--- config.mk ---
export PLATFORM = sky130hd
export DESIGN_NAME = fetch_stage
export DESIGN_NICKNAME = d
export VERILOG_FILES = /design/src/common/core_pkg.sv /design/src/logic/fetch_stage.sv
export SDC_FILE = /design/constraint.sdc
export NUM_CORES = 1
export LEC_CHECK = 0
export BUFFER_PORTS_ARGS = -buffer_cell sky130_fd_sc_hd__clkbuf_2
export CORE_ASPECT_RATIO = 1.75
export CORE_MARGIN = 5
export CORE_UTILIZATION = 50
export CTS_BUF_LIST = sky130_fd_sc_hd__clkbuf_16
export DETAILED_ROUTE_END_ITERATION = 16
export PLACE_DENSITY = 0.79
export SYNTH_ARGS = -nofsm -noshare
export SYNTH_HDL_FRONTEND = slang
export SYNTH_SLANG_ARGS = --single-unit
--- constraint.sdc ---
create_clock -name clk_i -period 3.5 [get_ports clk_i]
set_input_delay 0.525 -clock clk_i [delete_from_list [all_inputs] [get_ports clk_i]]
set_output_delay 0.525 -clock clk_i [all_outputs]
set_load 0.01 [all_outputs]
--- src/common/core_pkg.sv ---
package core_pkg;

    // ******************************
    // widths and sizes
    // ******************************
    localparam int XLEN       = 64;
    localparam int ILEN       = 32;
    localparam int REG_COUNT  = 32;
    localparam int DMEM_WORDS = 32;

    typedef logic [XLEN-1:0] xlen_t;
    typedef logic [ILEN-1:0] inst_t;
    typedef logic [4:0]      reg_idx_t;
    typedef logic [2:0]      alu_sel_t;
    typedef logic [1:0]      mem_size_t;

    localparam xlen_t RESET_PC = '0;
    // addi x0, x0, 0
    localparam inst_t NOP_INST = 32'h0000_0013;

    // major opcodes of the supported subset
    localparam logic [6:0] OPC_OP     = 7'b0110011;
    localparam logic [6:0] OPC_OP_IMM = 7'b0010011;
    localparam logic [6:0] OPC_LUI    = 7'b0110111;
    localparam logic [6:0] OPC_LOAD   = 7'b0000011;
    localparam logic [6:0] OPC_STORE  = 7'b0100011;

    // alu select codes
    localparam alu_sel_t ALU_ADD = 3'd0;
    localparam alu_sel_t ALU_SUB = 3'd1;
    localparam alu_sel_t ALU_AND = 3'd2;
    localparam alu_sel_t ALU_OR  = 3'd3;
    localparam alu_sel_t ALU_XOR = 3'd4;
    localparam alu_sel_t ALU_SLL = 3'd5;
    localparam alu_sel_t ALU_SRL = 3'd6;
    localparam alu_sel_t ALU_SLT = 3'd7;

    // access size, same as funct3[1:0] of lw/sw and ld/sd
    localparam mem_size_t MEM_WORD   = 2'b10;
    localparam mem_size_t MEM_DOUBLE = 2'b11;

    // ******************************
    // pipeline registers
    // ******************************
    typedef struct packed {
        logic  valid;
        xlen_t pc;
        inst_t inst;
    } if_id_t;

    typedef struct packed {
        logic      valid;
        xlen_t     pc;
        inst_t     inst;
        xlen_t     op1;
        xlen_t     op2;
        alu_sel_t  alu_sel;
        logic      rd_we;
        reg_idx_t  rd_idx;
        logic      is_load;
        logic      is_store;
        mem_size_t size;
        xlen_t     store_data;
    } id_ex_t;

    typedef struct packed {
        logic      valid;
        xlen_t     pc;
        inst_t     inst;
        xlen_t     result;
        logic      rd_we;
        reg_idx_t  rd_idx;
        logic      is_load;
        logic      is_store;
        mem_size_t size;
        xlen_t     store_data;
    } ex_mem_t;

    // retired instruction, also the register file write port
    typedef struct packed {
        logic     valid;
        xlen_t    pc;
        inst_t    inst;
        logic     rd_we;
        reg_idx_t rd_idx;
        xlen_t    rd_data;
    } commit_t;

endpackage

--- src/logic/fetch_stage.sv ---
`timescale 1ns/1ps

module fetch_stage (
    input  logic              clk_i,
    input  logic              rst_i,
    input  logic              stall_i,
    output core_pkg::xlen_t   imem_addr_o,
    input  core_pkg::inst_t   imem_data_i,
    output core_pkg::if_id_t  if_id_o
);

    core_pkg::xlen_t pc_q;

    // instruction memory answers in the same cycle
    assign imem_addr_o = pc_q;

    // ******************************
    // pc and if/id register
    // ******************************
    always_ff @(posedge clk_i) begin
        if (rst_i) begin
            pc_q          <= core_pkg::RESET_PC;
            if_id_o.valid <= 1'b0;
        end else if (!stall_i) begin
            // sequential fetch only, no jumps
            pc_q          <= pc_q + core_pkg::XLEN'(4);
            if_id_o.valid <= 1'b1;
        end
    end

    // payload holds while the load finishes
    always_ff @(posedge clk_i) begin
        if (!stall_i) begin
            if_id_o.pc   <= pc_q;
            if_id_o.inst <= imem_data_i;
        end
    end

endmodule

==> results of run 1 <==
[layout by cell type, fill, tap and decap left out, drive strengths merged, types with 2 or more instances in the layout]
cell type and n:
nor4 13, clkinv 5, nand3 24, and3 4, nor2 49, clkinvlp 4
clkbuf 208, o21ai 16, nand2 16, or2 2, xor2 23, nand4b 5
edfxtp 94, conb 4, dfxtp 63, xnor2 15, and2 4, inv 14
a31o 2, nand4 25, or4 6, o31ai 2, nor3 12, buf 2
a21oi 24, and4 5, or3 17
[layout make-up]
class | count | area, µm² | share of cell area (%)
Clock buffer | 17 | 425 | 5.63
Clock inverter | 15 | 138 | 1.82
Inverter | 9 | 36.3 | 0.480
Multi-Input combinational cell | 276 | 1730 | 22.9
Sequential cell | 157 | 4080 | 54.0
Tap cell | 135 | 169 | 2.24
Timing Repair Buffer | 193 | 971 | 12.8
[metal layers]
layer	GRT usage, %	vias to the layer above	share of wire (%)
met5	0	-	0
met4	7.30	0	1.8
met3	5.93	22	7.8
met2	38.6	184	56
met1	20.0	2159	34
li1	-	2093	-
[path summary, 6_finish.rpt]
kind / start / endpoint / slack, ps / cells after the start
max: imem_addr_o[14] / imem_addr_o[49] / 790 / 5
min: imem_data_i[17] / if_id_o[17] / 280 / 1
max reg2reg: imem_addr_o[14] / imem_addr_o[49] / 790 / 5
min reg2reg: if_id_o[96] / if_id_o[96] / 460 / 2
[power by group]
part	total, mW	switching, mW	leakage [nW]	internal (mW)
Combinational	0.143	0.0905	1.27	0.0521
Clock	1.74	0.748	0.266	0.987
Sequential	2.03	0.0173	1.48	2.01
Total	3.91	0.856	3.02	3.05
[critical path, delay by kind of cell (launching register included)]
kind	cells	cell delay, ps
AO/OA/AOI/OAI	1	160
AND/OR/NAND/NOR	4	2020
flip-flops	1	440
[cell families (layout without fill, tap and decap cells)]
group           Yosys count  count (layout)  synth area share (%)
other cells               1               4                0.0631
compound gates           47              47                  4.36
xor+xnor                 38              38                  5.60
simple gates            185             185                  18.6
fa+ha+maj                 1               1                 0.211
mux                       1               1                 0.169
buf+inv                  26             234                  2.25
flops                   157             157                  68.8
[flip-flops by register name, summed over array words and instances (netlist names)]
signal and flops:
if_id_o 95, imem_addr_o 62
[through the flow]
step	util [%]	instance area [µm²]	setup WS (ps)	hold WS [ps]	instances
floorplan	-	5950	587	474	459
global placement	60.4	6990	1010	441	770
detailed placement	60.4	6990	904	452	770
CTS	65.2	7560	827	267	802
global route	65.2	7560	638	264	802
finish	65.2	7560	795	280	802
==> flow_summary.toml, run 1 <==
[synthesis]
synth_seq_area_share_pct = 68.8
yosysTopAreaCellShare_pct = 47.5
ys_seq_elements = 157
yosysWarnings = 0
synthArstFlopShare_pct = 0
synth_common_cells = "edfxtp_1, dfxtp_1, nor2_1"
synth_edf_count = 94
synth_area_leaders = "edfxtp_1, dfxtp_1, xor2_1, nor2_1, nand4_1"
syn_avg_cell_area_um2 = 13.0
yosysUniqueCellTypes = 42
synth.cell_area_mm2 = 0.00594
synth_area_leader_cell = "edfxtp_1"
syn-instance-count = 456
ys.flop_type = "edfxtp_1"
yosysMostFrequentCell = "edfxtp_1"

[clock_network]
cts_tree = "built"
htree_levels = 4
postCtsHoldBufs = 0
path_clk_slew_ps = 60
cts_buffer_depth = 2
cts_root_buffer = "clkbuf_16"
clock_latency_ps = 410
postCtsResizedCells = 0
cts_buffers = 17
clock-sinks = 157
cts_setup_buffers = 0

[sta]
rsz0062_at_grt = "false"
worst-slew-pin-transition_ps = 1120
final.setup.tns_ps = 0
setup_violations = 0
maxSlewViolCount = 0
fin_skew_ps = 5.76
fin_crit_sh_pct = 77.3
hold_viol = 0
maxClockFrequency_ghz = 0.370
maxSlewHeadroom_pct = 25.1
fin_crit_ps = 2710

[floorplanning]
row_count = 52
die_h_um = 154
pin_count = 196
fp.dieArea_mm2 = 0.0142
start_util_pct = 51.3
coreArea_mm2 = 0.0116
dieWidth_um = 92.4

[critical_path]
cpMostUsedCell = "nand4_1"
crit_path_cell_trace = "nand4_1 > nor4_2 > nand4_1 > or3_1 > a21oi_1"
start_kind = "flip-flop"
worstPathArrival_ps = 3040
endpoint_kind = "flip-flop"
path_class = "flip-flop to flip-flop"
cp.required_ps = 3840
cpMaxStageDelayCell = "or3_1"
cpPeakStageDelay_ps = 530
cp_max_fo = 13

[global_routing]
grt_max_degree = 95
overflow = 0
grt_pass1_vias = 4405
grt_usage_pct = 20.1
grt_antenna_before_repair = 0
grt_pass1_wl_um = 22400

[run_status]
status = "complete, no violations"

[route]
drtIter0Drc = 290
viasPerCell = 5.56
routedWlPerCell_um = 18.0
vias = 4458
antenna_left = 0
drc = 0
drt-pass1-iter-count = 4
wirelength_um = 14400

[cells_and_area]
num-fill-cells = 897
antenna_cells = 0
drive_gt1_share_pct = 36.9
area_growth_pct = 27.2
fin_nets = 690

[worst_hold_path]
hold_path.class = "input pin to flip-flop"

[power]
p_per_area_mw_per_mm2 = 517
finalPower_mw = 3.91
ir_worst_vdd_mv = 0.317
leakagePower_nw = 3.02

[placement]
routabilityCongestion = 0.858
dp_hpwl_um = 10400
port_buffers = 191

[flow_run]
cap_violations = 0
Note: power is estimated with default switching activity, not from simulation.
==> run 2: changes to the inputs <==
--- a/config.mk
+++ b/config.mk
@@ -8,10 +8,10 @@
 export BUFFER_PORTS_ARGS = -buffer_cell sky130_fd_sc_hd__clkbuf_2
 export CORE_ASPECT_RATIO = 1.75
 export CORE_MARGIN = 5
-export CORE_UTILIZATION = 50
+export CORE_UTILIZATION = 45
 export CTS_BUF_LIST = sky130_fd_sc_hd__clkbuf_16
 export DETAILED_ROUTE_END_ITERATION = 16
-export PLACE_DENSITY = 0.79
+export PLACE_DENSITY = 0.75
 export SYNTH_ARGS = -nofsm -noshare
 export SYNTH_HDL_FRONTEND = slang
 export SYNTH_SLANG_ARGS = --single-unit
==> constraint.sdc (replaced) <==
create_clock -name clk_i -period 2.35 [get_ports clk_i]
set_input_delay 0.3525 -clock clk_i [delete_from_list [all_inputs] [get_ports clk_i]]
set_output_delay 0.3525 -clock clk_i [all_outputs]
set_load 0.01 [all_outputs]
==> run 2 against run 1 <==
  * First-iteration DRC count is 21% lower
  * Critical endpoint is now imem_addr_o[17]
  * Sequential cell count stayed put
  * Sequential power grew 49%
  * Setup slack worse by 550 ps
  * Power up 51%
  * Clock power increased by 53%
  * Non-clock buffer count up 24
==> flow_summary.toml, run 2 (same netlist as run 1, synthesis figures left out) <==
[run_status]
status = "complete, no violations"

[critical_path]
cp.required_ps = 2670
start_kind = "flip-flop"
r2r-end = "imem_addr_o[17]"
cpMaxStageDelayCell = "dfxtp_1"
regToRegSetupSlack_ps = 240
crit_family = "simple AND/OR/NAND/NOR gates"
path_buf_inv = 2
endpoint_kind = "flip-flop"
cp_max_fo = 7
r2r-start = "imem_addr_o[10]"
crit_path_cell_trace = "nand4_1 > buf_4 > nor4_1 > buf_4 > nand4_1 > xor2_1 > nor2_1"
r2r_cells = 7
path_class = "flip-flop to flip-flop"
cpPeakStageDelay_ps = 460
worstPathArrival_ps = 2430

[global_routing]
grt_usage_pct = 19.0
overflow = 0
grt_pass1_wl_um = 23800
grt_max_degree = 79
grt_pass1_vias = 4506
grt_antenna_before_repair = 0

[placement]
port_buffers = 191
dp.cells = 830
place_ws_ps = 220
routabilityCongestion = 0.831
dp_hpwl_um = 11000

[sta]
worst-slew-pin-transition_ps = 964
maxSlewViolCount = 0
rsz0062_at_grt = "false"
fin_skew_ps = 9.50
final.setup.tns_ps = 0
maxClockFrequency_ghz = 0.474
setup_violations = 0
fin_crit_ps = 2110
fin_crit_sh_pct = 89.8
fin_hold_ws_ps = 102
maxSlewHeadroom_pct = 35.8
setup_ws_ps = 240
hold_viol = 0

[route]
drt-pass1-iter-count = 5
viasPerCell = 5.19
antenna_left = 0
vias = 4475
routedWlPerCell_um = 16.9
wirelength_um = 14500
drc = 0
drtIter0Drc = 230

[clock_network]
path_clk_slew_ps = 60
postCtsResizedCells = 0
clock_latency_ps = 420
clock-sinks = 157
postCtsHoldBufs = 0
cts_buffer_depth = 2
cts_tree = "built"
cts_root_buffer = "clkbuf_16"
htree_levels = 4
cts_setup_buffers = 0
cts_buffers = 17

[power]
combPwrFrac_pct = 3.8
p_per_area_mw_per_mm2 = 755
internal-power_mw = 4.58
p_clk_share_pct = 45.0
leakagePower_nw = 3.18
switching_share_pct = 22.5
power.net_switching_mw = 1.33
seq_power_share_pct = 51.2
ir_worst_vdd_mv = 0.539

[cells_and_area]
seq_area_mm2 = 0.00408
multi_input_area_mm2 = 0.00174
area_growth_pct = 31.6
regMostFlops = "if_id_o"
final_common_cell = "clkbuf_2"
final_cell_mix = "clkbuf_2, edfxtp_1, dfxtp_1"
drive_gt1_share_pct = 39.1
largest_register_ffs = 95
fin_nets = 714
antenna_cells = 0
num-fill-cells = 1098
fin_cells = 862

[floorplanning]
start_util_pct = 45.9
row_count = 55
pin_count = 196
dieWidth_um = 96.8
fp.dieArea_mm2 = 0.0157
coreArea_mm2 = 0.0129
die_h_um = 162

[worst_hold_path]
hold_end = "if_id_o[4]"
hold_path.class = "input pin to flip-flop"
whs_path_depth = 1
hp-start = "imem_data_i[4]"

[flow_run]
cap_violations = 0
## run 2: cell count changes in the layout (fill, tap and decap cells not counted)
cell        delta
buf_4         +23
inv_6          +3
clkinv_2       -2
buf_12         +1
clkinv_1       -1
clkinv_8       +1
clkinvlp_4     -1
inv_1          +1
inv_4          -1
nor3_2         -1
nor3_4         +1
## run 2: power by group through the flow
stage	Sequential, mW	Combinational [mW]	Clock [mW]
CTS	3.02	0.230	2.69
finish	3.02	0.224	2.66
floorplan	3.13	0.0580	0
global route	3.03	0.245	2.84
detailed placement	3.08	0.229	0
global placement	3.08	0.224	0
## run 2: worst max path at each step
stage                      end            start  slack [ps]  depth (start not counted)
2_1_floorplan       if_id_o[0]          stall_i         130                          2
3_3_place_gp   imem_addr_o[58]   imem_addr_o[2]         330                          6
3_5_place_dp   imem_addr_o[58]   imem_addr_o[2]         220                          6
4_1_cts        imem_addr_o[54]   imem_addr_o[2]         200                          6
5_1_grt        imem_addr_o[60]   imem_addr_o[2]          80                          6
6_report       imem_addr_o[17]  imem_addr_o[10]         240                          7
## run 2: area by class of cell
type	instances	share of cell area [%]
clock inverter	15	1.98
clock buffer	17	5.44
sequential	157	52.2
timing repair buffer	217	14.9
multi-input combinational	276	22.2
inverter	9	0.480
tap	171	2.74
## run 2: through the flow
step                      area (µm²)  util [%]  power, mW
after global placement          7230      55.9       3.30
after detailed placement        7230      55.9       3.31
after floorplan                 5950         -       3.19
after CTS                       7810      60.4       5.94
after global routing            7820      60.4       6.11
final                           7820      60.4       5.90
## run 2: metal layers
| layer | up-vias | track usage (%) | share of wire, % |
|---|---|---|---|
| met5 | - | 0 | 0 |
| met4 | 0 | 8.69 | 2.6 |
| met3 | 31 | 5.97 | 6.4 |
| met2 | 171 | 34.6 | 55 |
| met1 | 2140 | 19.7 | 36 |
| li1 | 2133 | - | - |
==> run 3: changes to the inputs <==
--- a/config.mk
+++ b/config.mk
@@ -8,10 +8,10 @@
 export BUFFER_PORTS_ARGS = -buffer_cell sky130_fd_sc_hd__clkbuf_2
 export CORE_ASPECT_RATIO = 1.75
 export CORE_MARGIN = 5
-export CORE_UTILIZATION = 45
+export CORE_UTILIZATION = 50
 export CTS_BUF_LIST = sky130_fd_sc_hd__clkbuf_16
 export DETAILED_ROUTE_END_ITERATION = 16
-export PLACE_DENSITY = 0.75
+export PLACE_DENSITY = 0.79
 export SYNTH_ARGS = -nofsm -noshare
 export SYNTH_HDL_FRONTEND = slang
 export SYNTH_SLANG_ARGS = --single-unit
==> constraint.sdc (replaced) <==
create_clock -name clk_i -period 2.2 [get_ports clk_i]
set_input_delay 0.33 -clock clk_i [delete_from_list [all_inputs] [get_ports clk_i]]
set_output_delay 0.33 -clock clk_i [all_outputs]
set_load 0.01 [all_outputs]
==> run 3 against run 2 <==
  * Sequential share of layout area decreased by 1.2 points
  * Clock power increased by 23%
  * Clock skew decreased by 3.6 ps
  * Via count increased by 3.2%
  * Clock-buffer cell count unchanged
  * Fmax about the same
  * Utilization increased by 8.6 points
  * Routed wire length increased by 2.4%
  * Combinational power increased by 9.8%
  * Power increased by 14%
  * Sequential cell count unchanged
  * Critical path type unchanged
==> flow_summary.toml, run 3 (same netlist as run 1, synthesis figures left out) <==
[floorplanning]
coreArea_mm2 = 0.0116
row_count = 52
die_h_um = 154
dieWidth_um = 92.4
pin_count = 196
start_util_pct = 51.3
fp.dieArea_mm2 = 0.0142

[power]
leakagePower_nw = 3.30
finalPower_mw = 6.74
ir_worst_vdd_mv = 0.538
p_per_area_mw_per_mm2 = 843

[cells_and_area]
area_growth_pct = 34.7
final_cell_mix = "clkbuf_2, edfxtp_1, dfxtp_1"
seq_area_mm2 = 0.00409
largest_register_ffs = 95
num-fill-cells = 875
fin_nets = 726
drive_gt1_share_pct = 40.4
regMostFlops = "if_id_o"
final_common_cell = "clkbuf_2"
multi_input_area_mm2 = 0.00176
antenna_cells = 0

[route]
vias = 4620
viasPerCell = 5.51
drtIter0Drc = 381
antenna_left = 0
routedWlPerCell_um = 17.8
drt-pass1-iter-count = 5
wirelength_um = 14900
drc = 0

[run_status]
status = "complete, no violations"

[sta]
fin_crit_ps = 2110
rsz0062_at_grt = "true"
setup_violations = 0
fin_skew_ps = 5.93
worst-slew-pin-transition_ps = 578
fin_crit_sh_pct = 96.0
maxSlewHeadroom_pct = 61.5
hold_viol = 0
final.setup.tns_ps = 0
maxSlewViolCount = 0
fin_hold_ws_ps = 94.5
maxClockFrequency_ghz = 0.474

[worst_hold_path]
hold_path.class = "input pin to flip-flop"
whs_path_depth = 1

[clock_network]
clock-sinks = 157
postCtsHoldBufs = 0
cts_root_buffer = "clkbuf_16"
cts_buffer_depth = 2
path_clk_slew_ps = 60
htree_levels = 4
cts_tree = "built"
clock_latency_ps = 410
cts_buffers = 17

[critical_path]
path_class = "flip-flop to flip-flop"
cpPeakStageDelay_ps = 440
start_kind = "flip-flop"
crit_path_cell_trace = "nand4_1 > nor4_1 > nand4_1 > buf_4 > or3_1 > a21oi_1"
cpMaxStageDelayCell = "dfxtp_1"
r2r_cells = 6
path_buf_inv = 1
crit_family = "simple AND/OR/NAND/NOR gates"
cp.required_ps = 2530
cp_max_fo = 10
endpoint_kind = "flip-flop"
cp_num_cells = 6
worstPathArrival_ps = 2440
cpMostUsedCell = "nand4_1"

[global_routing]
grt_usage_pct = 21.1
grt_antenna_before_repair = 0
grt_pass1_vias = 4762
overflow = 0
grt_max_degree = 40
grt_pass1_wl_um = 23800

[placement]
routabilityCongestion = 0.857
dp_hpwl_um = 11000
port_buffers = 191

[flow_run]
cap_violations = 0
## run 3: final timing paths
kind	from	slack (ps)	to
worst min register to register	imem_addr_o[63]	460	if_id_o[95]
worst max register to register	imem_addr_o[10]	90	imem_addr_o[55]
worst max-delay path	imem_addr_o[10]	90	imem_addr_o[55]
worst min-delay path	imem_data_i[4]	90	if_id_o[4]
## run 3: routing by layer
| metal | wire [µm] | GRT usage, % | vias to the layer above |
|---|---|---|---|
| li1 | - | - | 2159 |
| met1 | 5180 | 21.4 | 2233 |
| met2 | 8260 | 39.4 | 202 |
| met3 | 1100 | 5.93 | 26 |
| met4 | 368 | 9.14 | 0 |
| met5 | 0 | 0 | - |
## run 3: where the power goes
part	total (mW)	internal [mW]	switching [mW]	leakage, nW
Combinational	0.246	0.0952	0.150	1.49
Sequential	3.23	3.20	0.0282	1.48
Clock	3.27	2.13	1.14	0.322
## run 3: what timing repair did
action                     in CTS  in global routing
setup buffers                   2                  0
pin swaps                       1                  3
gates resized for setup         0                  6
setup endpoints to repair       2                 12
## run 3: cell type report
type | count | share of cell area, %
clock buffers | 17 | 5.32
clock inverters | 15 | 3.05
inverters | 9 | 0.469
multi-input cells | 276 | 22.0
flip-flops and latches | 157 | 51.1
well taps | 135 | 2.11
repair buffers | 229 | 16.0
## run 3: per-stage QoR
step	cells	util [%]	setup slack, ps	cell area, µm²
floorplan	459	-	2.84	5950
global placement	804	62.9	139	7290
detailed placement	804	62.9	-39.9	7290
CTS	838	68.8	118	7970
global route	838	69.1	-66.8	8000
finish	838	69.1	88.7	8000
